==> src/logic/deflate_store_pkg.sv <==
// Deflate stored-mode definitions

package deflate_store_pkg;

	// ================================================
	// Widths
	// ================================================
	localparam int word_w = 32;            // FIFO and output word width
	localparam int byte_w = 8;             // One data byte
	localparam int size_w = 6;             // Packer field size from 1 to 32 bits

	// ================================================
	// Constants
	// ================================================
	localparam logic [31:0] crc_poly = 32'hEDB88320;  // Reflected CRC32 polynomial
	localparam logic [31:0] crc_init = 32'hFFFFFFFF;  // Start value and final XOR
	localparam logic [1:0] btype_stored = 2'b00;      // BTYPE for an uncompressed block
	localparam int max_stored_len = 65535;            // Largest LEN a stored block can carry

	// Header view of an input word
	// Bits 15:0 carry LEN and bits 23:16 must be zero for a legal stored block
	typedef struct packed {
		logic [6:0]  unused;     // Ignored by the sequencer
		logic        bfinal;     // Last block of the stream
		logic [7:0]  len_hi;     // Length bits above 16 that are flagged as an error
		logic [15:0] len;        // Number of data bytes that follow
	} header_fields_t;

	// One input word seen either as a block header or as four data bytes
	// Byte 0 sits in bits 7:0 and is the first byte of the stream
	typedef union packed {
		header_fields_t              hdr;
		logic [3:0][byte_w-1:0]      bytes;
	} header_word_t;

endpackage

==> src/logic/crc32_engine.sv <==
// Byte-wide CRC32

`timescale 1ns/1ps

module crc32_engine import deflate_store_pkg::*; (
	input  logic              clk,
	input  logic              rst_n,
	input  logic              crc_valid,
	input  logic [byte_w-1:0] crc_byte,
	output logic [word_w-1:0] crc_value
);

	logic [word_w-1:0] crc_state;  // Running reflected remainder
	logic [word_w-1:0] crc_next;

	// Eight shift steps of the reflected LFSR in one cycle
	always_comb begin
		crc_next = crc_state ^ word_w'(crc_byte);  // Byte enters at the low end
		for (int i = 0; i < byte_w; i++) begin
			if (crc_next[0])
				crc_next = (crc_next >> 1) ^ crc_poly;
			else
				crc_next = crc_next >> 1;
		end
	end

	always_ff @(posedge clk or negedge rst_n) begin
		if (!rst_n)
			crc_state <= crc_init;
		else if (crc_valid)
			crc_state <= crc_next;  // Visible on crc_value one cycle after the byte
	end

	// Final XOR gives the value that goes into the gzip trailer
	assign crc_value = crc_state ^ crc_init;

endmodule

==> config.mk <==
export PLATFORM = sky130hd
export DESIGN_NAME = crc32_engine
export DESIGN_NICKNAME = d
export VERILOG_FILES = /design/src/logic/deflate_store_pkg.sv /design/src/logic/crc32_engine.sv
export SDC_FILE = /design/constraint.sdc
export NUM_CORES = 1
export LEC_CHECK = 0
export BUFFER_PORTS_ARGS = -buffer_cell sky130_fd_sc_hd__buf_2
export CAP_MARGIN = 10
export CORE_ASPECT_RATIO = 1.2
export CORE_UTILIZATION = 49
export DETAILED_ROUTE_END_ITERATION = 16
export GPL_TIMING_DRIVEN = 0
export PLACE_DENSITY = 0.84
export SYNTH_ARGS = -nofsm -noshare
export SYNTH_HDL_FRONTEND = slang
export SYNTH_SLANG_ARGS = --single-unit
==> constraint.sdc <==
create_clock -name clk -period 1.75 [get_ports clk]
set_input_delay 0.0875 -clock clk [delete_from_list [all_inputs] [get_ports clk]]
set_output_delay 0.0875 -clock clk [all_outputs]
set_load 0.005 [all_outputs]
==> impl_metrics.yaml, run 1 <==
cells_and_area:
  largest_reg_flops: 32
  antenna_cells: 0
  reg.largest.list: "crc_state: 32 flops"
  fin_util_pct: 71.3
  nets: 273
  area_delta_synth_final_pct: 37.7
  largest-register: "crc_state"
  stdcell_count: 317
  drive_above_1_share_pct: 48.7
sta:
  timing_worst_slew_pin_value_ns: 0.701
  finClkSkew_ns: 0.00784
  finalCritPeriodShare_pct: 105
  setup_slack_ns: -0.0897
  slew_headroom_pct: 53.3
  max_freq_ghz: 0.544
  hold_viol_final: 0
  period_needed_ns: 1.84
  slew_viol_final: 0
  grt_setup_unrepaired: "true"
  setup_viol: 6
clock_tree:
  cts_hold_buf: 0
  numCtsBuffers: 5
  htree_levels: 2
  cts.sinks: 32
  cts_tree: "done"
  ctsRootBufferMaster: "clkbuf_8"
  path_clk_slew_ns: 0.07
  clockBufferDepth: 2
  clk_latency_ns: 0.29
critical_path:
  critPathSlowestCell: "dfstp_2"
  critical-path-top-delay-family: "XOR/XNOR gates"
  r2r-end: "crc_state[20]$_DFFE_PN1P_"
  cp_max_fo: 5
  critPathLaunchType: "flip-flop"
  critPathRequiredTime_ns: 1.95
  crit_top_cell: "xnor2_2"
  cp-end-kind: "flip-flop"
  r2r_slack_ns: -0.09
  cp_slowest_stage_delay_ns: 0.58
  cp_cell_sequence: "xnor2_4 -> xnor2_2 -> xnor2_2 -> xnor3_1 -> mux2i_1"
  arrival_ns: 2.04
  rr_startpoint: "crc_state[4]$_DFFE_PN1P_"
  path_class: "flip-flop to flip-flop"
  reg2reg_depth: 5
  critPathBufInv: 0
worst_hold_path:
  min_to: "crc_state[5]$_DFFE_PN1P_"
  worstHoldStart: "crc_valid"
  hold_depth: 2
  hold_path.class: "input pin to flip-flop"
routing:
  wl_um: 5180
  dr_total_vias: 1521
  drt_iter0_drc: 92
  drc: 0
  antenna_left: 0
  routed_via_density: 4.80
  dr.pass1.iters: 4
  avgRoutedWirePerCell_um: 16.3
global_routing:
  grt_max_degree: 33
  grtUsageMet3_pct: 5.81
  grt_pass1_vias: 1537
  grt-busiest-layer: "met2"
  globalRouteOverflowTotal: 0
  grt_pass1_wl_um: 7400
  use_met2_pct: 37.3
  met1_usage_pct: 29.3
  grt_use_total_pct: 23.8
  grt_antenna_before_repair: 0
logic_synthesis:
  syn_nets: 207
  synth_cells: 196
  syn_area_per_cell_um2: 10.6
  synth_seq_cells: 32
  ys_top_cells_by_area: "dfstp_2, xnor2_1, xnor2_2, inv_1, mux2i_1"
  yosysTopAreaCell: "dfstp_2"
  synth-warning-count: 0
  seq_area_frac_synth_pct: 40.6
  yosysUniqueCellTypes: 15
  netlist.area_leader.share_pct: 40.6
  synth_area_um2: 2070
die:
  die_h_um: 73.3
  boundaryPins: 43
  row_count: 25
  start_util_pct: 51.8
  coreArea_um2: 4000
  die_x_um: 61.4
  dieArea_um2: 4500
status:
  status: "finished with violations"
  violations: "negative setup slack"
placement:
  place.detailed.hpwl_um: 3210
  gp_congestion: 0.797
  dp_cells: 291
  portBuffers: 41
flow_run:
  drv_cap: 0
worst register-to-register path: stages (launching register included):
cell	delay [ns]
dfstp_2	0.58
xnor2_4	0.23
xnor2_2	0.20
xnor2_2	0.29
xnor3_1	0.27
mux2i_1	0.18
cell families (layout without fill, tap and decap cells):
group | count (synthesis) | after routing | synth area share (%)
AND/OR/NAND/NOR | 22 | 22 | 3.98
AO/OA/AOI/OAI | 22 | 22 | 5.31
multiplexers | 10 | 10 | 4.89
flip-flops | 32 | 32 | 40.6
buffers and inverters | 38 | 105 | 6.88
XOR/XNOR | 72 | 72 | 38.4
per-layer routing:
metal | part of all wire [%] | vias up
li1 | - | 728
met1 | 41 | 727
met2 | 50 | 48
met3 | 4.5 | 18
met4 | 4.5 | 0
met5 | 0 | -
synth_stat cells:
cell / number
xnor2_1: 54
buf_1: 1
a21oi_1: 8
o21ai_0: 14
mux2_2: 1
xnor2_2: 9
xnor3_1: 3
clkbuf_1: 5
xnor2_4: 3
inv_1: 32
mux2i_1: 9
nand2_1: 14
xor2_1: 3
dfstp_2: 32
nor2_1: 8
cells in the final DEF (no fill, tap or decap), types with 6 or more instances in the layout:
cell type and n:
clkbuf_8 6, dfstp_2 32, xnor2_2 14, buf_2 41, buf_4 12, mux2i_1 9
a21oi_1 7, nor2_1 8, xnor2_4 14, xnor2_1 38, clkbuf_1 7, inv_1 32
o21ai_0 13, nand2_1 14
cell type report:
type / count / area (µm²)
inverter: 32 / 120
clock buffer: 8 / 90.1
timing repair buffer: 59 / 372
sequential: 32 / 841
fill: 302 / 1150
tap: 54 / 67.6
multi-input combinational: 126 / 1340
buffer: 6 / 22.5
what timing repair did:
action,CTS,global route
endpoints found under the setup margin,6,16
endpoints found under the hold margin,0,0
pin swaps,9,17
buffers inserted,9,9
resized for setup,13,19
cloned,0,0
per-stage QoR:
step / hold slack (ns) / area (µm²) / worst slack, ns / TNS [ns]
final: 0.202 / 2860 / -0.0897 / -0.321
after global routing: 0.250 / 2860 / -0.144 / -1.05
after CTS: 0.172 / 2640 / -0.0405 / -0.235
after detailed placement: 0.477 / 2380 / -0.232 / -0.839
after floorplan: -0.0603 / 2110 / 0.000907 / 0
after global placement: 0.473 / 2380 / -0.158 / -0.596
worst max-delay path by stage:
stage	start	end	cells after the start
global route	crc_state[5]$_DFFE_PN1P_	crc_state[19]$_DFFE_PN1P_	5
finish	crc_state[4]$_DFFE_PN1P_	crc_state[20]$_DFFE_PN1P_	5
floorplan	crc_state[6]$_DFFE_PN1P_	crc_state[20]$_DFFE_PN1P_	5
CTS	crc_state[3]$_DFFE_PN1P_	crc_state[16]$_DFFE_PN1P_	5
global placement	crc_state[3]$_DFFE_PN1P_	crc_state[20]$_DFFE_PN1P_	5
detailed placement	crc_state[3]$_DFFE_PN1P_	crc_state[20]$_DFFE_PN1P_	5
Power of run 1 is left out: the tool's default activity adds up to more than one toggle a clock period on the data nets, which glitch-free logic cannot reach.
==> run 2, diff against run 1 <==
- CTS_CLUSTER_SIZE: not set -> 28
- SKIP_LAST_GASP: not set -> 1
==> impl_metrics.yaml, run 2 (synthesized netlist as in run 1, its figures left out) <==
clock_tree:
  cts.sinks: 32
  ctsRootBufferMaster: "clkbuf_8"
  clk_latency_ns: 0.29
  htree_levels: 2
  clockBufferDepth: 2
  cts_tree: "done"
  path_clk_slew_ns: 0.06
  numCtsBuffers: 5
  cts_hold_buf: 0
cells_and_area:
  layout_common_cells: "xnor2_1, buf_2, inv_1, dfstp_2, buf_4"
  reg.largest.list: "crc_state: 32 flops"
  largest_reg_flops: 32
  final_common_cell: "xnor2_1"
  stdcell_count: 321
  largest-register: "crc_state"
  nets: 277
  drive_above_1_share_pct: 46.8
  antenna_cells: 0
  area_delta_synth_final_pct: 36.5
  fillers: 299
  design_area_um2: 2830
flow_run:
  drv_cap: 0
critical_path:
  critPathRequiredTime_ns: 1.94
  reg2reg_depth: 7
  cp_max_fo: 6
  path_class: "flip-flop to flip-flop"
  r2r_slack_ns: -0.03
  cp_cell_sequence: "xnor2_4 -> buf_4 -> xnor2_4 -> buf_4 -> xnor2_4 -> xnor2_1 -> a21oi_1"
  arrival_ns: 1.97
  cp-end-kind: "flip-flop"
  critPathLaunchType: "flip-flop"
  cp_slowest_stage_delay_ns: 0.58
  crit_top_cell: "xnor2_4"
  rr_startpoint: "crc_state[5]$_DFFE_PN1P_"
  r2r-end: "crc_state[27]$_DFFE_PN1P_"
  critPathSlowestCell: "dfstp_2"
sta:
  period_needed_ns: 1.78
  timing_worst_slew_pin_value_ns: 0.709
  setup_viol: 10
  slew_viol_final: 0
  setup_slack_ns: -0.0309
  slew_headroom_pct: 52.7
  finClkSkew_ns: 0.00672
  whs_ns: 0.207
  grt_setup_unrepaired: "true"
  hold_viol_final: 0
  finalCritPeriodShare_pct: 102
  max_freq_ghz: 0.562
global_routing:
  grt_pass1_vias: 1536
  grt_max_degree: 33
  grt_antenna_before_repair: 0
  globalRouteOverflowTotal: 0
  grt_pass1_wl_um: 7380
  grt_use_total_pct: 23.6
placement:
  place.detailed.hpwl_um: 3210
  gp_congestion: 0.797
  dp_cells: 291
  placed_area_um2: 2380
  portBuffers: 41
status:
  status: "finished with violations"
  violations: "negative setup slack"
die:
  coreArea_um2: 4000
  dieArea_um2: 4500
  boundaryPins: 43
  row_count: 25
  start_util_pct: 51.8
  die_x_um: 61.4
  die_h_um: 73.3
routing:
  antenna_left: 0
  wl_um: 5150
  drc: 0
  routed_via_density: 4.82
  drt_iter0_drc: 84
  dr.pass1.iters: 4
  avgRoutedWirePerCell_um: 16.0
  dr_total_vias: 1547
worst_hold_path:
  hold_path.class: "input pin to flip-flop"
  worstHoldStart: "crc_valid"
  hold_depth: 2
  min_to: "crc_state[5]$_DFFE_PN1P_"
## run 2: cell types whose count changed in the layout (fill, tap and decap cells not counted), sizes merged
cell  previous run  this run
buf             60        64
## run 2: stage by stage
stage	worst slack (ns)	setup TNS, ns	util (%)
global placement	-0.158	-0.596	59.5
global route	-0.130	-1.07	70.7
floorplan	0.000907	0	-
detailed placement	-0.232	-0.839	59.5
CTS	-0.0670	-0.436	65.0
finish	-0.0309	-0.156	70.7
## run 2: cell type report
cell class	count	area [µm²]	area share, %
Inverter	32	120	4.25
Sequential cell	32	841	29.7
Buffer	6	22.5	0.796
Clock buffer	8	90.1	3.18
Timing Repair Buffer	63	398	14.1
Tap cell	54	67.6	2.39
Multi-Input combinational cell	126	1290	45.6
## run 2: timing repair
action | 4_1_cts | 5_1_grt
setup endpoints to repair | 6 | 17
gates resized for setup | 7 | 16
pin swaps | 8 | 12
buffers inserted | 9 | 13
## run 2: worst max-delay path by stage
stage | depth (start not counted) | to | from
2_1_floorplan | 5 | crc_state[20]$_DFFE_PN1P_ | crc_state[6]$_DFFE_PN1P_
3_3_place_gp | 5 | crc_state[20]$_DFFE_PN1P_ | crc_state[3]$_DFFE_PN1P_
3_5_place_dp | 5 | crc_state[20]$_DFFE_PN1P_ | crc_state[3]$_DFFE_PN1P_
4_1_cts | 6 | crc_state[24]$_DFFE_PN1P_ | crc_state[1]$_DFFE_PN1P_
5_1_grt | 5 | crc_state[21]$_DFFE_PN1P_ | crc_state[1]$_DFFE_PN1P_
6_report | 7 | crc_state[27]$_DFFE_PN1P_ | crc_state[5]$_DFFE_PN1P_
## run 2: routing by layer
metal | vias to the layer above | wire length, µm | track usage, % | part of all wire [%]
met5 | - | 0 | 0 | 0
met4 | 0 | 136 | 12.8 | 2.6
met3 | 12 | 239 | 5.81 | 4.6
met2 | 56 | 2730 | 37.6 | 53
met1 | 745 | 2040 | 29.1 | 40
li1 | 734 | - | - | -
## run 2: worst max-delay path: cells and delay by family, from the launching register on
kind,cells,cell delay (ns)
xor gates and xnor gates,4,0.62
DFF,1,0.58
buffers and inverters,2,0.38
AOI/OAI and AO/OA,1,0.10
Power of run 2 is left out for the same reason.
