`src/logic/deflate_store_pkg.sv`:
```
// Deflate stored-mode definitions

package deflate_store_pkg;

	// ================================================
	// Widths
	// ================================================
	localparam int word_w = 32;            // FIFO and output word width
	localparam int byte_w = 8;             // One data byte
	localparam int size_w = 6;             // Packer field size from 1 to 32 bits

	// ================================================
	// Constants
	// ================================================
	localparam logic [31:0] crc_poly = 32'hEDB88320;  // Reflected CRC32 polynomial
	localparam logic [31:0] crc_init = 32'hFFFFFFFF;  // Start value and final XOR
	localparam logic [1:0] btype_stored = 2'b00;      // BTYPE for an uncompressed block
	localparam int max_stored_len = 65535;            // Largest LEN a stored block can carry

	// Header view of an input word
	// Bits 15:0 carry LEN and bits 23:16 must be zero for a legal stored block
	typedef struct packed {
		logic [6:0]  unused;     // Ignored by the sequencer
		logic        bfinal;     // Last block of the stream
		logic [7:0]  len_hi;     // Length bits above 16 that are flagged as an error
		logic [15:0] len;        // Number of data bytes that follow
	} header_fields_t;

	// One input word seen either as a block header or as four data bytes
	// Byte 0 sits in bits 7:0 and is the first byte of the stream
	typedef union packed {
		header_fields_t              hdr;
		logic [3:0][byte_w-1:0]      bytes;
	} header_word_t;

endpackage

```
`src/logic/stored_block_ctrl.sv`:
```
// Stored block sequencer

`timescale 1ns/1ps

module stored_block_ctrl import deflate_store_pkg::*; (
	input  logic              clk,
	input  logic              rst_n,
	output logic              fifo_rd,
	input  logic [word_w-1:0] fifo_dout,
	input  logic              fifo_empty,
	input  logic              pk_ready,
	output logic              field_valid,
	output logic [size_w-1:0] field_size,
	output logic [word_w-1:0] field_data,
	output logic              field_last,
	output logic              crc_valid,
	output logic [byte_w-1:0] crc_byte,
	input  logic [word_w-1:0] crc_value,
	output logic              done,
	output logic              size_error
);

	// The four data states share bits 3:2 so bits 1:0 pick the byte
	localparam logic [3:0] st_idle   = 4'd0;
	localparam logic [3:0] st_header = 4'd1;
	localparam logic [3:0] st_len    = 4'd2;
	localparam logic [3:0] st_settle = 4'd3;
	localparam logic [3:0] st_data0  = 4'd4;
	localparam logic [3:0] st_data1  = 4'd5;
	localparam logic [3:0] st_data2  = 4'd6;
	localparam logic [3:0] st_data3  = 4'd7;
	localparam logic [3:0] st_crc    = 4'd8;
	localparam logic [3:0] st_isize  = 4'd9;

	logic [3:0]        state;
	logic [3:0]        state_nxt;
	header_word_t      in_word;          // Current FIFO word in its header or data view
	logic              block_final;      // BFINAL of the block in progress
	logic [15:0]       block_len;        // LEN of the block in progress
	logic [15:0]       byte_cnt;         // Data bytes taken so far in this block
	logic [15:0]       byte_cnt_nxt;
	logic              last_byte;
	logic [word_w-1:0] isize;            // Sum of LEN over all blocks
	logic              trailer_sent;     // ISIZE field is in the packer and waits on the flush
	logic              hdr_take;
	logic              byte_take;
	logic              set_done;

	assign in_word      = fifo_dout;
	assign byte_cnt_nxt = byte_cnt + 16'd1;
	assign last_byte    = (byte_cnt_nxt == block_len);

	// ================================================
	// Next state and field drive
	// ================================================
	always_comb begin
		state_nxt   = state;
		fifo_rd     = 1'b0;
		field_valid = 1'b0;
		field_size  = '0;
		field_data  = '0;
		field_last  = 1'b0;
		crc_byte    = '0;
		hdr_take    = 1'b0;
		byte_take   = 1'b0;
		set_done    = 1'b0;
		case (state)
			st_idle: begin
				// Fetch the next header unless the stream is closed
				if (!fifo_empty && !done) begin
					fifo_rd   = 1'b1;
					state_nxt = st_header;
				end
			end
			st_header: begin
				// BFINAL in bit 0 and BTYPE above it with padding to the byte boundary
				field_size = size_w'(8);
				field_data = word_w'({btype_stored, in_word.hdr.bfinal});
				if (pk_ready) begin
					field_valid = 1'b1;
					hdr_take    = 1'b1;
					state_nxt   = st_len;
				end
			end
			st_len: begin
				field_size = size_w'(32);
				field_data = {~block_len, block_len};  // LEN then NLEN with the low byte first
				// A nonempty block also needs its first data word fetched here
				if (pk_ready && (block_len == 16'd0 || !fifo_empty)) begin
					field_valid = 1'b1;
					if (block_len == 16'd0) begin
						state_nxt = block_final ? st_settle : st_idle;
					end else begin
						fifo_rd   = 1'b1;
						state_nxt = st_data0;
					end
				end
			end
			st_data0, st_data1, st_data2, st_data3: begin
				crc_byte   = in_word.bytes[state[1:0]];
				field_size = size_w'(8);
				field_data = word_w'(in_word.bytes[state[1:0]]);
				// Byte 3 also hands over to the next word unless the block ends
				if (pk_ready && (state != st_data3 || last_byte || !fifo_empty)) begin
					field_valid = 1'b1;
					byte_take   = 1'b1;
					if (last_byte) begin
						state_nxt = block_final ? st_settle : st_idle;
					end else if (state == st_data3) begin
						fifo_rd   = 1'b1;
						state_nxt = st_data0;
					end else begin
						state_nxt = state + 4'd1;
					end
				end
			end
			st_settle: state_nxt = st_crc;  // Last byte reaches the CRC register
			st_crc: begin
				field_size = size_w'(32);
				field_data = crc_value;
				if (pk_ready) begin
					field_valid = 1'b1;
					state_nxt   = st_isize;
				end
			end
			st_isize: begin
				field_size = size_w'(32);
				field_data = isize;
				field_last = 1'b1;
				if (pk_ready && !trailer_sent) begin
					field_valid = 1'b1;
				end else if (pk_ready) begin
					set_done  = 1'b1;      // Packer is ready again once the flush has gone out
					state_nxt = st_idle;
				end
			end
			default: state_nxt = st_idle;
		endcase
	end

	assign crc_valid = byte_take;  // CRC sees exactly the bytes the packer takes

	// ================================================
	// Block registers and status
	// ================================================
	always_ff @(posedge clk or negedge rst_n) begin
		if (!rst_n) begin
			state        <= st_idle;
			block_final  <= 1'b0;
			block_len    <= '0;
			byte_cnt     <= '0;
			isize        <= '0;
			trailer_sent <= 1'b0;
			done         <= 1'b0;
			size_error   <= 1'b0;
		end else begin
			state <= state_nxt;
			if (hdr_take) begin
				block_final <= in_word.hdr.bfinal;
				block_len   <= in_word.hdr.len;   // Low 16 bits even when len_hi is set
				byte_cnt    <= '0;
				isize       <= isize + word_w'(in_word.hdr.len);
				if ({in_word.hdr.len_hi, in_word.hdr.len} > 24'(max_stored_len))
					size_error <= 1'b1;
			end
			if (byte_take) byte_cnt <= byte_cnt_nxt;
			if (state == st_isize && field_valid) trailer_sent <= 1'b1;
			if (set_done) begin
				done         <= 1'b1;
				trailer_sent <= 1'b0;
			end
		end
	end

	// A data state always has at least one byte of the block left to take
	a_byte_in_range: assert property (@(posedge clk) disable iff (!rst_n)
		(state[3:2] == 2'b01) |-> (byte_cnt < block_len));

endmodule

```
`config.mk`:
```
export PLATFORM = sky130hd
export DESIGN_NAME = stored_block_ctrl
export DESIGN_NICKNAME = d
export VERILOG_FILES = /design/src/logic/deflate_store_pkg.sv /design/src/logic/stored_block_ctrl.sv
export SDC_FILE = /design/constraint.sdc
export NUM_CORES = 1
export LEC_CHECK = 0
export BUFFER_PORTS_ARGS = -buffer_cell sky130_fd_sc_hd__buf_2
export CORE_UTILIZATION = 40
export CTS_CLUSTER_SIZE = 24
export DETAILED_ROUTE_END_ITERATION = 10
export GPL_ROUTABILITY_DRIVEN = 0
export RECOVER_POWER = 100
export SLEW_MARGIN = 30
export SYNTH_ARGS = -nofsm -noshare
export SYNTH_HDL_FRONTEND = slang
export SYNTH_SLANG_ARGS = --single-unit
```
`constraint.sdc`:
```
create_clock -name clk -period 10.2 [get_ports clk]
set_input_delay 2.04 -clock clk [delete_from_list [all_inputs] [get_ports clk]]
set_output_delay 2.04 -clock clk [all_outputs]
set_load 0.005 [all_outputs]
```
==> impl_metrics.ini, run 1 <==
[outcome]
status = complete, but fails checks
violations = capacitance limit, slew limit

[timing]
report.final.setup_viol = 0
slew_headroom = -1.73
fin_setup_tns_ns = 0
skew_ns = 0.00722
fin_crit_sh = 0.601
worstMarginPinSlew_ns = 4.10
final_max_slew_viol_count = 173
min_period_ns = 6.13
timing.fmax_mhz = 163
hold_viol_final = 0
rsz0062_at_grt = no

[setup_path]
cp_top_family = simple AND/OR/NAND/NOR gates
crit_path_start_kind = register
cp_slowest_cell = o211ai_1
worstPathMaxFanout = 14
path_cells = ha_1 -> xor2_1 -> or4_1 -> nor4_1 -> nand4_1 -> o211ai_1 -> nand2_1 -> nand2_1 -> buf_2
arrival_ns = 4.09
worstPathRequired_ns = 8.16
max_stage_delay_ns = 0.65
crit_top_cell = nand2_1
worst-setup-path-type = reg -> out
cp-end-kind = primary output
critPathBufInv = 1

[cts]
ctsHoldBuffers = 0
tritoncts = done
post_cts_buffers = 0
cts_max_path_buffers = 2
clk_latency_ns = 0.35
root_buffer = clkbuf_16
clkSlewWorstSetupHoldPaths_ns = 0.06
cts_made_buffers = 9
cts_resized = 0
cts_sinks = 72
ctsHtreeMaxLevel = 3

[routing]
drt_iter0_drc = 483
vias = 5507
wl_per_cell_um = 19.1
viasPerCell = 5.86
first_pass_iters = 6
routed_wirelength_mm = 18.0
final_antenna_net_count = 0
drc_errors = 0

[synthesis]
synth_area_leader_cell = dfrtp_1
avgSynthCellArea_um2 = 8.44
synth_cell_types = 72
async_flop_share = 1.00
yosysTopAreaCellShare = 0.320
synth_warnings = 0
synth_edf_count = 0
synth-seq-cells = 72
syn_inst = 667
yosys-top-cells-area = dfrtp_1 (32%), nand2_1 (7.4%), xnor2_1 (5.0%), ha_1 (4.7%), mux4_2 (3.2%)
synthFlopType = dfrtp_1
ys_seq_area_frac = 0.320
netlist_area_mm2 = 0.00563

[layout]
area_growth_pct = 16.5
layout_common_cells = nand2_1 (112), buf_2 (88), dfrtp_1 (72)
num-nets-final = 847
drive_gt1_frac = 0.171
final_common_cell = nand2_1
n_fill_cell = 1294

[global_route]
grt_util_met3 = 0.0637
track_usage = 0.256
top_usage_layer = met2
grt_pass1_wl_mm = 28.5
grt_antenna_before_repair = 1
grt_max_degree = 73
grtUsageMet1 = 0.330
grt_overflow = 0
use_met2 = 0.415
grt_pass1_vias = 5381

[die]
die_y_um = 121
rows = 42
dieArea_mm2 = 0.0145
io_pins = 120
start_util = 0.417
coreArea_mm2 = 0.0135
dieWidth_um = 121

[pwr]
power_mw = 1.91
peakVddDrop_mv = 0.140
power_density_mw_per_mm2 = 291
p_leak_nw = 3.04

[placement]
io_buffers = 115
hpwlAfterDp_mm = 13.1

[job]
cap_violations = 4

[min_path]
hold_path.class = reg -> reg
-- synth_stat cells (all sizes together) (4+ instances only) --
| library cell | number |
|---|---|
| a21o | 4 |
| and2 | 5 |
| nor2 | 46 |
| nor2b | 11 |
| o211ai | 9 |
| a21oi | 28 |
| nand2b | 6 |
| inv | 35 |
| o21ai | 34 |
| xor2 | 14 |
| mux2i | 6 |
| or4 | 9 |
| mux4 | 8 |
| a222oi | 8 |
| and3 | 10 |
| buf | 18 |
| a22o | 9 |
| clkbuf | 26 |
| xnor2 | 32 |
| nor3 | 13 |
| or3 | 7 |
| a221o | 16 |
| o21a | 6 |
| dfrtp | 72 |
| nand3 | 15 |
| nand4 | 11 |
| ha | 21 |
| nor4 | 13 |
| a31oi | 5 |
| o221ai | 8 |
| nand2 | 112 |
| a211o | 8 |
-- worst register-to-register path: cells and delay by family, from the launching register on --
family / cells / cell delay [ns]
fa+ha+maj: 1 / 0.26
compound gates: 2 / 1.88
simple gates: 2 / 0.37
flops: 1 / 0.70
buf+inv: 2 / 1.68
-- cell families (layout without fill, tap and decap cells) --
kind of cell,after synthesis,after routing,synth area share
buffers and inverters,79,171,0.0598
other,1,5,0.000666
AO/OA/AOI/OAI,162,162,0.210
AND/OR/NAND/NOR,271,271,0.245
flip-flops,72,72,0.320
XOR/XNOR,46,46,0.0716
adder cells (fa/ha/maj),22,22,0.0502
multiplexers,14,14,0.0427
-- power breakdown --
group / switching (mW) / leakage [nW] / internal [mW] / total [mW]
clock network: 0.135 / 0.162 / 0.239 / 0.374
registers: 0.219 / 0.928 / 0.388 / 0.606
logic: 0.509 / 1.95 / 0.419 / 0.928
-- path summary, 6_finish.rpt --
path                          endpoint  slack, ns  cells past startpoint        start
hold / removal              size_error       0.47                      1   size_error
setup / recovery           field_valid       4.07                      9  byte_cnt[0]
hold reg to reg             size_error       0.47                      1   size_error
setup reg to reg           byte_cnt[9]       5.19                      7     state[1]
min in group asynchronous    isize[23]       3.23                      2        rst_n
max in group asynchronous    isize[11]       4.67                      2        rst_n
-- metrics by stage --
step	setup slack, ns	instances	hold WS, ns	instance area [µm²]	util
after global placement	4.95	922	0.444	6270	0.464
after global routing	3.75	939	0.492	6560	0.486
final	4.07	939	0.467	6560	0.486
after floorplan	5.24	670	0.439	5640	-
after CTS	4.55	938	0.465	6610	0.490
after detailed placement	4.94	922	0.449	6270	0.464
-- cell type report --
type                            instances  area (µm²)  area share
Antenna cell                            1        2.50    0.000382
Clock buffer                            9         225      0.0343
Clock inverter                          7         119      0.0181
Inverter                               35         131      0.0200
Multi-Input combinational cell        519        3490       0.532
Sequential cell                        72        1800       0.275
Tap cell                              176         220      0.0336
Timing Repair Buffer                  120         568      0.0866
-- sequential cells by signal, summed over array words and instances, names as in the netlist --
name	count
block_final	1
trailer_sent	1
block_len	16
isize	32
done	1
state	4
size_error	1
byte_cnt	16
-- metal layers --
layer / share of wire / wire length, µm / vias up
li1: - / - / 2603
met1: 0.43 / 7740 / 2631
met2: 0.47 / 8400 / 241
met3: 0.078 / 1400 / 32
met4: 0.024 / 437 / 0
met5: 0 / 0 / -
Note: power is estimated with default switching activity, not from simulation.
==> inputs of run 2 (changes only) <==
Clock period 10.2 ns to 6.4 ns, I/O delays scaled along.
==> run 2 against run 1 <==
Net effect: the run still ends with capacitance limit, slew limit left; clock skew rose by 0.0038 ns; sequential power rose by 60%; flip-flop and latch count did not move; worst setup slack got worse by 3.0 ns; critical path type unchanged; largest power group unchanged.
==> impl_metrics.ini, run 2 (same netlist as run 1, synthesis figures left out) <==
[die]
dieArea_mm2 = 0.0145
start_util = 0.417
dieWidth_um = 121
coreArea_mm2 = 0.0135
rows = 42
io_pins = 120
die_y_um = 121

[layout]
n_fill_cell = 1332
num-nets-final = 847
largestRegisters = isize x32, block_len x16, byte_cnt x16
drive_gt1_frac = 0.177
final_common_cell = nand2_1
largest_register_ffs = 32
top_register = isize
layout_common_cells = nand2_1 (112), buf_2 (91), dfrtp_1 (72)
diodes = 0
area_growth_pct = 15.9

[setup_path]
cp-end-kind = primary output
crit_top_cell = nand2_1
max_stage_delay_ns = 0.70
worstPathMaxFanout = 14
rr_worst_depth = 7
worst-setup-path-type = reg -> out
path_cells = nand3_2 -> nor4_2 -> xnor2_1 -> o21ai_1 -> or4_1 -> o211ai_1 -> nand2_1 -> nand2_1 -> buf_2
crit_path_start_kind = register
cp_slowest_cell = or4_1
arrival_ns = 4.01
worstPathRequired_ns = 5.12

[timing]
report.final.setup_viol = 0
fin_setup_tns_ns = 0
skew_ns = 0.0110
worstMarginPinSlew_ns = 4.06
hold_viol_final = 0
min_period_ns = 5.29
final_max_slew_viol_count = 176
timing.fmax_mhz = 189
finalHoldWorstSlack_ns = 0.465
slew_headroom = -1.70
fin_crit_sh = 0.826
rsz0062_at_grt = no

[cts]
clkSlewWorstSetupHoldPaths_ns = 0.07
clk_latency_ns = 0.35
ctsHoldBuffers = 0
root_buffer = clkbuf_16
cts_made_buffers = 9
post_cts_buffers = 0
cts_sinks = 72
ctsHtreeMaxLevel = 3
tritoncts = done
cts_resized = 0
cts_max_path_buffers = 2

[placement]
hpwlAfterDp_mm = 13.4
io_buffers = 115

[global_route]
grt_antenna_before_repair = 0
grt_overflow = 0
grt_pass1_vias = 5433
track_usage = 0.259
grt_pass1_wl_mm = 29.0
grt_max_degree = 73

[routing]
vias = 5654
viasPerCell = 6.03
first_pass_iters = 6
drc_errors = 0
drt_iter0_drc = 425
wl_per_cell_um = 19.3
routed_wirelength_mm = 18.1
final_antenna_net_count = 0

[min_path]
hold_path.class = reg -> reg
whs_path_depth = 1

[outcome]
status = complete, but fails checks
violations = capacitance limit, slew limit

[pwr]
power_density_mw_per_mm2 = 458
peakVddDrop_mv = 0.192
p_leak_nw = 3.04

[job]
cap_violations = 4
==> run 2: power by group <==
| part | switching [mW] | internal, mW | leakage (nW) |
|---|---|---|---|
| combinational | 0.817 | 0.671 | 1.97 |
| sequential | 0.350 | 0.617 | 0.928 |
| clock | 0.226 | 0.307 | 0.144 |
| total | 1.39 | 1.60 | 3.04 |
==> run 2: worst paths after layout <==
path                        startpoint          end  slack [ns]
setup / recovery           byte_cnt[4]  field_valid        1.11
hold / removal              size_error   size_error        0.46
setup reg to reg              state[1]  byte_cnt[2]        1.30
hold reg to reg             size_error   size_error        0.46
max in group asynchronous        rst_n     state[2]        1.66
min in group asynchronous        rst_n    isize[23]        2.45
==> run 2: critical path, delay by kind of cell, from the launching register on <==
family | cells | cell delay (ns)
AO/OA/AOI/OAI | 2 | 0.65
XOR/XNOR | 1 | 0.22
buffers and inverters | 1 | 0.13
flip-flops | 1 | 0.52
AND/OR/NAND/NOR | 5 | 2.16
==> run 2: layout make-up <==
class	instances	area, µm²	share of cell area
well taps	176	220	0.0338
inverters	35	131	0.0201
repair buffers	120	573	0.0879
clock inverters	7	78.8	0.0121
flip-flops and latches	72	1800	0.276
multi-input cells	519	3490	0.535
clock buffers	9	225	0.0345
==> run 2: metal layers <==
layer / part of all wire / routed length [µm] / up-vias / GRT usage
met4: 0.023 / 421 / 0 / 0.103
met2: 0.46 / 8350 / 258 / 0.413
li1: - / - / 2615 / -
met3: 0.071 / 1290 / 34 / 0.0325
met1: 0.45 / 8080 / 2747 / 0.355
met5: 0 / 0 / - / 0
==> run 2: metrics by stage <==
| stage | instance area [µm²] | util | worst slack (ns) | total power, mW | std cells |
|---|---|---|---|---|---|
| 2_1_floorplan | 5640 | - | 2.40 | 1.96 | 670 |
| 3_3_place_gp | 6270 | 0.464 | 2.08 | 2.41 | 922 |
| 3_5_place_dp | 6270 | 0.464 | 1.92 | 2.44 | 922 |
| 4_1_cts | 6570 | 0.487 | 1.50 | 2.99 | 938 |
| 5_1_grt | 6520 | 0.483 | 0.785 | 3.20 | 938 |
| 6_report | 6520 | 0.483 | 1.11 | 2.99 | 938 |
