### config.mk
export PLATFORM = sky130hd
export DESIGN_NAME = bit_packer
export DESIGN_NICKNAME = d
export VERILOG_FILES = /design/src/logic/deflate_store_pkg.sv /design/src/logic/bit_packer.sv
export SDC_FILE = /design/constraint.sdc
export NUM_CORES = 1
export LEC_CHECK = 0
export BUFFER_PORTS_ARGS = -buffer_cell sky130_fd_sc_hd__buf_2
export CAP_MARGIN = 20
export CORE_ASPECT_RATIO = 2
export CORE_MARGIN = 2
export CORE_UTILIZATION = 45
export CTS_BUF_LIST = sky130_fd_sc_hd__clkbuf_4 sky130_fd_sc_hd__clkbuf_8
export DETAILED_ROUTE_END_ITERATION = 10
export PLACE_DENSITY = 0.7
export SLEW_MARGIN = 10
export SYNTH_ARGS = -nofsm -noshare
export SYNTH_HDL_FRONTEND = slang
export SYNTH_SLANG_ARGS = --single-unit
export TNS_END_PERCENT = 5
### constraint.sdc
create_clock -name clk -period 3 [get_ports clk]
set_input_delay 0.45 -clock clk [delete_from_list [all_inputs] [get_ports clk]]
set_output_delay 0.45 -clock clk [all_outputs]
set_load 0.05 [all_outputs]
### src/logic/deflate_store_pkg.sv
// Deflate stored-mode definitions

package deflate_store_pkg;

	// ================================================
	// Widths
	// ================================================
	localparam int word_w = 32;            // FIFO and output word width
	localparam int byte_w = 8;             // One data byte
	localparam int size_w = 6;             // Packer field size from 1 to 32 bits

	// ================================================
	// Constants
	// ================================================
	localparam logic [31:0] crc_poly = 32'hEDB88320;  // Reflected CRC32 polynomial
	localparam logic [31:0] crc_init = 32'hFFFFFFFF;  // Start value and final XOR
	localparam logic [1:0] btype_stored = 2'b00;      // BTYPE for an uncompressed block
	localparam int max_stored_len = 65535;            // Largest LEN a stored block can carry

	// Header view of an input word
	// Bits 15:0 carry LEN and bits 23:16 must be zero for a legal stored block
	typedef struct packed {
		logic [6:0]  unused;     // Ignored by the sequencer
		logic        bfinal;     // Last block of the stream
		logic [7:0]  len_hi;     // Length bits above 16 that are flagged as an error
		logic [15:0] len;        // Number of data bytes that follow
	} header_fields_t;

	// One input word seen either as a block header or as four data bytes
	// Byte 0 sits in bits 7:0 and is the first byte of the stream
	typedef union packed {
		header_fields_t              hdr;
		logic [3:0][byte_w-1:0]      bytes;
	} header_word_t;

endpackage

### src/logic/bit_packer.sv
// LSB-first bit packer

`timescale 1ns/1ps

module bit_packer import deflate_store_pkg::*; (
	input  logic              clk,
	input  logic              rst_n,
	input  logic              field_valid,
	input  logic [size_w-1:0] field_size,
	input  logic [word_w-1:0] field_data,
	input  logic              field_last,
	output logic              pk_ready,
	input  logic              out_full,
	output logic              push,
	output logic [word_w-1:0] word
);

	logic [2*word_w-1:0] acc;         // Pending bits with the oldest at bit 0 and zeros above pend
	logic [6:0]          pend;        // Number of valid bits in acc which never exceeds 63
	logic                flushing;    // Set once the last field is taken until all has drained
	logic                take;
	logic [2*word_w-1:0] field_bits;  // Incoming field trimmed and moved above pend

	// At most 31 pending bits plus one 32 bit field always fit the accumulator
	assign pk_ready = (pend < 7'd32) && !flushing && !out_full;
	assign take     = field_valid && pk_ready;

	// A full word goes out first and a partial one only during the final flush
	assign push = !out_full && ((pend >= 7'd32) || (flushing && pend != 7'd0));
	assign word = acc[word_w-1:0];  // Bits above pend are zero so padding comes for free

	assign field_bits = (({{word_w{1'b0}}, field_data} & (({{(2*word_w-1){1'b0}}, 1'b1} <<
		field_size) - 1'b1)) << pend);

	// ================================================
	// Accumulator update
	// ================================================
	// Push and take never meet since one needs pend at 32 or flushing and the other neither
	always_ff @(posedge clk or negedge rst_n) begin
		if (!rst_n) begin
			acc      <= '0;
			pend     <= '0;
			flushing <= 1'b0;
		end else if (push) begin
			acc <= acc >> word_w;
			pend <= (pend >= 7'd32) ? pend - 7'd32 : 7'd0;
			if (flushing && pend <= 7'd32)
				flushing <= 1'b0;  // This push empties the packer
		end else if (take) begin
			acc  <= acc | field_bits;
			pend <= pend + {1'b0, field_size};
			if (field_last)
				flushing <= 1'b1;
		end
	end

	// Sizes outside 1 to 32 would corrupt the accumulator
	a_field_size: assert property (@(posedge clk) disable iff (!rst_n)
		field_valid |-> (field_size >= size_w'(1) && field_size <= size_w'(32)));

	// The sequencer must hold fields back while the packer is busy
	a_field_ready: assert property (@(posedge clk) disable iff (!rst_n)
		field_valid |-> pk_ready);

endmodule

==> results of run 1 <==
[layout make-up]
class / count / area (um2)
clock buffers: 14 / 186
clock inverters: 2 / 35.0
repair buffers: 214 / 1460
flip-flops and latches: 72 / 1800
multi-input cells: 689 / 4550
inverters: 16 / 60.1
fillers: 1507 / 6480
well taps: 195 / 244
[cell families (layout without fill, tap and decap cells)]
logic type	count (synthesis)	in the layout	share of synthesized area (%)
AND/OR/NAND/NOR	317	317	22.7
buffers and inverters	122	246	9.18
adder cells (fa/ha/maj)	8	8	1.57
XOR/XNOR	6	6	0.768
flip-flops	72	72	26.3
AO/OA/AOI/OAI	304	304	31.0
multiplexers	54	54	8.41
[final timing paths]
| kind | from | to | slack [ps] | depth (start not counted) |
|---|---|---|---|---|
| worst max-delay path | field_size[2] | acc[21] | 60 | 11 |
| worst min-delay path | rst_n | flushing | 180 | 1 |
| worst max register to register | pend[2] | pend[3] | 280 | 9 |
| worst min register to register | acc[52] | acc[52] | 490 | 2 |
| max in group asynchronous | rst_n | acc[1] | 2190 | 1 |
| min in group clk | field_last | flushing | 280 | 3 |
[cells in the mapped netlist, types with 9 or more instances]
cell type,n,share of area (%)
clkbuf_1,49,2.7
a22oi_1,11,1.2
buf_4,35,3.8
buf_2,13,0.95
dfrtp_1,72,26
or4_1,9,0.99
nand3_1,27,2.0
and2_1,11,1.0
nor3_1,16,1.2
inv_1,14,0.77
o21ai_0,53,3.9
nand4_1,11,1.0
o22ai_1,17,1.6
nand2_1,92,5.0
nor2_1,91,5.0
a21oi_1,63,4.6
nand2b_1,13,1.2
a31oi_1,17,1.6
o211ai_1,26,2.9
mux2i_1,46,6.7
o221ai_1,12,1.5
a32oi_1,9,1.2
o2111ai_1,13,1.7
[power by group through the flow]
stage	Combinational [W]	Clock (W)	Sequential (W)
after floorplan	0.00396	0	0.00146
after global placement	0.00574	0	0.00153
after detailed placement	0.00578	0	0.00154
after CTS	0.00581	0.000870	0.00153
after global routing	0.00642	0.000910	0.00157
final	0.00605	0.000870	0.00153
[sequential cells by signal, summed over array words and instances, names as in the netlist]
signal and cells:
acc 64, pend 7, flushing 1
[layout by cell type, fill, tap and decap left out, types with 6 or more instances in the layout]
master	synthesis	layout
buf_4	35	136
and2_1	11	11
nand4_1	11	11
buf_2	13	75
clkbuf_8	0	13
a21oi_1	63	60
nor3_1	16	16
dfrtp_1	72	70
nand2_1	92	92
a21o_1	6	6
o21bai_1	7	7
o221ai_1	12	11
o21ai_0	53	49
mux2i_2	1	11
a31oi_1	17	17
o211ai_1	26	26
nand3_1	27	25
nor2_1	91	91
o2111ai_1	13	13
nand2b_1	13	13
inv_1	14	14
a22oi_1	11	11
o21ai_1	8	10
or3_1	6	6
mux2i_1	46	36
or4_1	9	9
ha_1	7	7
nor2b_1	8	8
a32oi_1	9	8
o22ai_1	17	17
[worst max-delay path, stage by stage]
cell	delay (ps)
buf_2	150
buf_4	140
or4_4	520
o221ai_2	290
buf_4	180
mux2i_1	220
o21ai_0	170
mux4_2	570
nand2_1	100
o21ai_1	70
a221o_1	310
[metal layers]
metal | GRT usage [%] | vias up | part of all wire [%]
li1 | - | 3539 | -
met1 | 34.3 | 3732 | 35
met2 | 61.8 | 352 | 52
met3 | 3.72 | 136 | 4.7
met4 | 25.6 | 0 | 9.0
met5 | 0 | - | 0
[per-stage QoR]
stage | total power, W | instance area [um2] | worst slack (ps) | cells
2_1_floorplan | 0.00542 | 6850 | -234 | 883
6_report | 0.00845 | 8340 | 63.5 | 1202
5_1_grt | 0.00890 | 8340 | -77.6 | 1202
4_1_cts | 0.00821 | 8230 | 25.8 | 1202
3_3_place_gp | 0.00728 | 7990 | -434 | 1186
3_5_place_dp | 0.00732 | 7990 | -399 | 1186
[repair_timing]
| item | CTS | global route |
|---|---|---|
| pin swaps | 0 | 2 |
| gates resized for setup | 3 | 28 |
| setup endpoints to repair | 3 | 39 |
| hold endpoints to repair | 0 | 0 |
==> flow_summary.ini, run 1 <==
[clock_tree]
cts_setup_buffers = 0
cts-root-buf = clkbuf_8
cts_buffers = 9
htreeDepth = 3
ctsLongestPathBuffers = 2
worstSkewPairLatency_ps = 370
clock_sinks = 72
cts_tree = built
clkSlewWorstSetupHoldPaths_ps = 80
ctsHoldBuffers = 0

[yosys]
yosysSeqAreaShare_pct = 26.3
syn_area_um2 = 6840
postSynthAreaPerCell_um2 = 7.75
ys_async_sr_fraction_pct = 100
ys_seq_elements = 72
synth_edf_count = 0
netlist_instances = 883
ys.flop_type = dfrtp_1
synth_nets = 934
synth_warnings = 0
yosysUniqueCellTypes = 85

[sta]
fin_crit_sh_pct = 97.9
grt_setup_unrepaired = yes
relSlewSlack_pct = 39.5
hold_viol_final = 0
hold_slack_ps = 185
setup_tns_ps = 0
fin_skew_ps = 15.4
slew_violations = 0
min_period_ps = 2940
setup_violations = 0
fmax_ghz = 0.341
worst_slew_pin_slew_ps = 907

[route]
first_pass_iters = 5
drtAntennaViolNets = 0
wl_per_cell_um = 22.6
drc_errors = 0
routed_wl_um = 27200
vias = 7759
drt-vias-per-instance = 6.46
first_iter_violations = 557

[pwr]
power_frac_seq_pct = 18.1
p_int_w = 0.00395
pwr-share-comb_pct = 71.6
powerDensity_nw_per_um2 = 1010
swShare_pct = 53.2
p_leak_nw = 3.69
peakVddDrop_v = 0.000477
power_switching_w = 0.00449
pwr-share-clk_pct = 10.3

[setup_path]
cp-start-kind = primary input
cp.arrival_ps = 3190
crit_fanout = 5
cp-end-kind = flop
required_ps = 3260
worstSetupPathType = primary input to flop

[die]
rows = 63
dieHeight_um = 178
die_w_um = 91.2
initial_core_util_pct = 46.2
core_area_um2 = 14800
ioPinCount = 77
die-area_um2 = 16300

[final_layout]
fin_util_pct = 56.3
finalNetCount = 1053
drive_gt1_share_pct = 29.1
antenna_cells = 0
area_growth_pct = 21.8

[global_route]
grt_pass1_vias = 7527
grt_pass1_wl_um = 41900
antenna_found_initial = 0
grt_overflow = 0
grt_max_degree = 73
grtUsageTotal_pct = 33.6

[placed_design]
place_congestion = 1.08
dp_hpwl_um = 21000
io_buffers = 76

[hold_path]
hp-class = primary input to async pin

[status]
status = complete, no violations

[job]
drv_cap = 0
No activity file was read; power rests on OpenSTA's default activity.
==> run 2, diff against run 1 <==
--- a/config.mk
+++ b/config.mk
@@ -5,9 +5,9 @@
 export SDC_FILE = /design/constraint.sdc
 export NUM_CORES = 1
 export LEC_CHECK = 0
+export ABC_AREA = 1
 export BUFFER_PORTS_ARGS = -buffer_cell sky130_fd_sc_hd__buf_2
 export CAP_MARGIN = 20
-export CORE_ASPECT_RATIO = 2
 export CORE_MARGIN = 2
 export CORE_UTILIZATION = 45
 export CTS_BUF_LIST = sky130_fd_sc_hd__clkbuf_4 sky130_fd_sc_hd__clkbuf_8
@@ -17,4 +17,4 @@
 export SYNTH_ARGS = -nofsm -noshare
 export SYNTH_HDL_FRONTEND = slang
 export SYNTH_SLANG_ARGS = --single-unit
-export TNS_END_PERCENT = 5
+export TNS_END_PERCENT = 20
==> flow_summary.ini, run 2 <==
[yosys]
synth_top_area_cell = dfrtp_1
synth_commonest_cells = nand2_1 (356), nand3_1 (255), inv_1 (105)
syn_area_um2 = 7240
yosysMostFrequentCell = nand2_1
synth_warnings = 0
ys_seq_elements = 72
yosysSeqAreaShare_pct = 24.9
synth_nets = 1263
yosysUniqueCellTypes = 43
yosys-top-cells-area = dfrtp_1 (25%), nand2_1 (18%), nand3_1 (18%)
ys.flop_type = dfrtp_1
netlist_instances = 1212
yosysTopAreaCellShare_pct = 24.9
postSynthAreaPerCell_um2 = 5.98
ys_async_sr_fraction_pct = 100
synth_edf_count = 0

[setup_path]
cp-start-kind = flop
cp-end-kind = output pin
slowest_stage = nor4_1
crit_fanout = 21
cp.arrival_ps = 2300
crit_start = pend[1]
crit_chain = nor4_1, nand2_1, nand2_1, inv_1, buf_4, buf_4, buf_2
required_ps = 2550
cp_top_family = simple AND/OR/NAND/NOR gates
critPathBufInv = 4
worstReg2RegStart = pend[1]
critPathMaxStageDelay_ps = 580
worstSetupPathType = flop to output pin

[route]
routed_wl_um = 25900
first_pass_iters = 6
vias = 8470
wl_per_cell_um = 17.3
first_iter_violations = 824
drtAntennaViolNets = 0
drc_errors = 0
drt-vias-per-instance = 5.66

[sta]
worst_slew_pin_slew_ps = 947
fmax_ghz = 0.363
fin_skew_ps = 4.46
relSlewSlack_pct = 36.8
min_period_ps = 2750
grt_setup_unrepaired = no
setup_violations = 0
hold_viol_final = 0
hold_slack_ps = 167
slew_violations = 0
fin_crit_sh_pct = 91.8

[final_layout]
antenna_cells = 0
area_growth_pct = 13.1
finalNetCount = 1328
largest_reg_flops = 64
regMostFlops = acc
fin_util_pct = 51.8
final_common_cell = nand2_1
drive_gt1_share_pct = 16.9
final_cell_mix = nand2_1 (356), nand3_1 (255), inv_1 (105), nor2_1 (81)
largestRegisters = acc (64), pend (7), flushing (1)
final_cell_area_um2 = 8190

[global_route]
grt_max_degree = 73
grt_pass1_vias = 7732
met2_usage_pct = 48.0
grtUsageTotal_pct = 31.2
grt_pass1_wl_um = 40900
grt_use_met1_pct = 44.7
use_met3_pct = 6.64
grt_overflow = 0
antenna_found_initial = 0
grt_most_used_layer = met2

[job]
drv_cap = 0

[clock_tree]
cts_tree = built
ctsLongestPathBuffers = 2
clkSlewWorstSetupHoldPaths_ps = 80
cts-root-buf = clkbuf_8
cts_setup_buffers = 0
worstSkewPairLatency_ps = 370
htreeDepth = 3
clock_sinks = 72
ctsHoldBuffers = 0
cts_buffers = 9

[pwr]
powerDensity_nw_per_um2 = 1070
p_total_w = 0.00875
peakVddDrop_v = 0.000803
p_leak_nw = 4.38

[hold_path]
hp-class = primary input to async pin

[placed_design]
dp_hpwl_um = 20200
io_buffers = 76
place_congestion = 1.04
place_area_um2 = 7950

[die]
dieHeight_um = 131
die-area_um2 = 17100
core_area_um2 = 15800
ioPinCount = 77
initial_core_util_pct = 45.8
rows = 46
die_w_um = 131

[status]
status = complete, no violations
[run 2: cell count changes in the layout (fill, tap and decap cells not counted), sizes merged, moves of 16 or more]
cell    previous run  this run
a31oi             17         0
buf              214       153
inv               14       112
mux2i             47         1
nand2             92       365
nand3             28       260
nand4             11        51
o211ai            28        12
o21ai             61        30
[run 2: cells by family (layout without fill, tap and decap cells)]
logic type	after synthesis	in the layout	share of synthesized area, %
buffers and inverters	213	282	13.7
XOR/XNOR	2	2	0.242
flip-flops	72	72	24.9
AO/OA/AOI/OAI	127	127	10.1
AND/OR/NAND/NOR	789	789	49.4
multiplexers	1	1	0.138
adder cells (fa/ha/maj)	8	8	1.49
[run 2: where the power goes]
| group | internal (W) | switching, W |
|---|---|---|
| registers | 0.00136 | 0.000226 |
| logic | 0.00181 | 0.00446 |
| clock network | 0.000517 | 0.000376 |
[run 2: layout make-up]
| cell class | instances | area (um2) |
|---|---|---|
| inverters | 114 | 428 |
| fillers | 1697 | 7630 |
| flip-flops and latches | 72 | 1800 |
| multi-input cells | 927 | 4470 |
| well taps | 216 | 270 |
| clock buffers | 12 | 159 |
| clock inverters | 3 | 65.1 |
| repair buffers | 153 | 998 |
[run 2: worst paths after layout]
path | endpoint | slack (ps) | cells after the start
setup reg to reg | acc[31] | 510 | 10
hold / removal | acc[22] | 170 | 1
min in group clk | flushing | 300 | 3
max in group asynchronous | acc[4] | 2170 | 1
setup / recovery | push | 250 | 7
hold reg to reg | acc[63] | 490 | 2
[run 2: stage by stage]
step / cells / setup TNS, ps / setup WS (ps)
2_1_floorplan: 1212 / 0 / 372
3_3_place_gp: 1482 / -42.4 / -42.4
3_5_place_dp: 1482 / -92.5 / -43.0
4_1_cts: 1497 / 0 / 282
5_1_grt: 1497 / 0 / 13.3
6_report: 1497 / 0 / 245
[run 2: timing repair]
action                                  4_1_cts  5_1_grt
endpoints found under the setup margin        0        8
hold endpoints to repair                      0        0
gates resized for setup                       0        5
[run 2: worst reg2reg max path, cell delays in order (launching register included)]
cell and delay (ps):
dfrtp_1 400, nor4_1 580, nand2_1 110, nand2_1 100
inv_1 50, nor2_1 330, inv_1 450, o21ai_0 190
inv_1 50, nand2_1 60, nand2_1 40
[run 2: metal layers]
layer | vias to the layer above | share of wire (%)
met4 | 0 | 2.2
met5 | - | 0
met1 | 3950 | 45
met3 | 42 | 7.9
li1 | 4144 | -
met2 | 334 | 45
==> run 3, diff against run 2 <==
--- a/config.mk
+++ b/config.mk
@@ -8,6 +8,7 @@
 export ABC_AREA = 1
 export BUFFER_PORTS_ARGS = -buffer_cell sky130_fd_sc_hd__buf_2
 export CAP_MARGIN = 20
+export CORE_ASPECT_RATIO = 2
 export CORE_MARGIN = 2
 export CORE_UTILIZATION = 45
 export CTS_BUF_LIST = sky130_fd_sc_hd__clkbuf_4 sky130_fd_sc_hd__clkbuf_8
==> flow_summary.ini, run 3 (same netlist as run 2, synthesis figures left out) <==
[status]
status = complete, no violations

[sta]
relSlewSlack_pct = 37.1
hold_slack_ps = 295
fmax_ghz = 0.353
fin_skew_ps = 9.25
fin_crit_sh_pct = 94.3
slew_violations = 0
min_period_ps = 2830
setup_violations = 0
fin_ws_ps = 171
worst_slew_pin_slew_ps = 944
hold_viol_final = 0

[pwr]
powerDensity_nw_per_um2 = 1070
peakVddDrop_v = 0.000747
p_total_w = 0.00903
power_switching_w = 0.00525
p_leak_nw = 4.55
power_frac_seq_pct = 17.7
pwr-share-comb_pct = 73.6
swShare_pct = 58.2
p_int_w = 0.00378
pwr-share-clk_pct = 8.7

[route]
drc_errors = 0
drt-vias-per-instance = 5.67
routed_wl_um = 29200
drtAntennaViolNets = 0
first_iter_violations = 583
vias = 8627
wl_per_cell_um = 19.2
first_pass_iters = 7

[clock_tree]
ctsLongestPathBuffers = 2
htreeDepth = 3
worstSkewPairLatency_ps = 360
cts_tree = built
cts_buffers = 9
clock_sinks = 72
ctsHoldBuffers = 0
cts-root-buf = clkbuf_8
cts_setup_buffers = 0
clkSlewWorstSetupHoldPaths_ps = 80

[die]
dieHeight_um = 183
ioPinCount = 77
initial_core_util_pct = 45.9
die-area_um2 = 17200
core_area_um2 = 15800
rows = 65
die_w_um = 93.7

[final_layout]
finalNetCount = 1366
drive_gt1_share_pct = 19.5
num-fill-cells = 1743
register_area_um2 = 1800
area_growth_pct = 16.9
largest_reg_flops = 64
final_common_cell = nand2_1
multi_input_area_um2 = 4470
final_cell_mix = nand2_1 (356), nand3_1 (254), buf_4 (110), inv_1 (105), nor2_1 (80)
regMostFlops = acc
antenna_cells = 0
largestRegisters = acc (64), pend (7), flushing (1)

[global_route]
antenna_found_initial = 0
grtUsageTotal_pct = 34.5
grt_max_degree = 73
grt_pass1_vias = 8508
grt_overflow = 0
grt_pass1_wl_um = 44800

[placed_design]
dp_hpwl_um = 23800
place_congestion = 1.04
io_buffers = 76
dp_slack_ps = -222

[hold_path]
hp-class = primary input to async pin

[job]
drv_cap = 0

[setup_path]
worstSetupPathType = primary input to flop
required_ps = 3290
cp-start-kind = primary input
cp-end-kind = flop
cp.arrival_ps = 3120
crit_fanout = 10
run 3: changes by cell type in the layout (fill, tap and decap cells not counted), sizes merged:
cell      previous run  this run
clkbuf              12        11
clkinv               3         5
bufinv               2         1
clkinvlp             0         1
buf                153       191
run 3: area by class of cell:
class,instances,area share [%]
clock buffers,11,1.71
clock inverters,5,0.665
inverters,114,5.06
multi-input cells,927,52.9
flip-flops and latches,72,21.3
well taps,201,2.97
repair buffers,191,15.4
run 3: repair_timing:
action,CTS,global route
gates resized for setup,0,6
endpoints found under the setup margin,0,15
endpoints found under the hold margin,0,0
run 3: layer usage:
metal / global-route usage (%) / share of wire, %
met1: 34.5 / 35
met2: 62.5 / 52
met3: 2.83 / 3.4
met4: 28.9 / 9.6
met5: 0 / 0
run 3: metrics by stage:
stage / area, um2 / cells / TNS (ps) / utilization (%)
global route: 8460 / 1521 / -5.63 / 53.6
global placement: 8240 / 1505 / -1790 / 52.2
finish: 8460 / 1521 / 0 / 53.6
CTS: 8440 / 1521 / 0 / 53.5
detailed placement: 8240 / 1505 / -2670 / 52.2
floorplan: 7250 / 1212 / 0 / -
run 3: worst paths after layout:
kind,from,cells past startpoint,endpoint,slack (ps)
setup reg to reg,pend[6],12,acc[31],500
hold / removal,rst_n,2,acc[38],300
max in group asynchronous,rst_n,2,acc[23],2070
setup / recovery,field_size[2],19,acc[37],170
hold reg to reg,acc[63],2,acc[63],490
min in group clk,field_last,3,flushing,300
run 3: power by group through the flow:
stage / logic (W) / clock network (W) / registers, W
3_3_place_gp: 0.00651 / 0 / 0.00160
2_1_floorplan: 0.00466 / 0 / 0.00152
4_1_cts: 0.00655 / 0.000809 / 0.00159
3_5_place_dp: 0.00653 / 0 / 0.00161
6_report: 0.00664 / 0.000790 / 0.00160
5_1_grt: 0.00724 / 0.000841 / 0.00163
run 3: critical path, stage by stage:
cell and delay (ps):
buf_2 140, buf_4 190, nand3_1 110, nor2_1 90, nand2_2 100, nand2_2 100
nor2_1 210, nand2_1 160, nor2_2 230, nand2_1 90, nand2_1 100, nand3_2 90
a21boi_2 160, nand3_1 140, nand2_1 130, nand3_1 230, nand3_1 140, nand2_1 90
a21oi_1 160
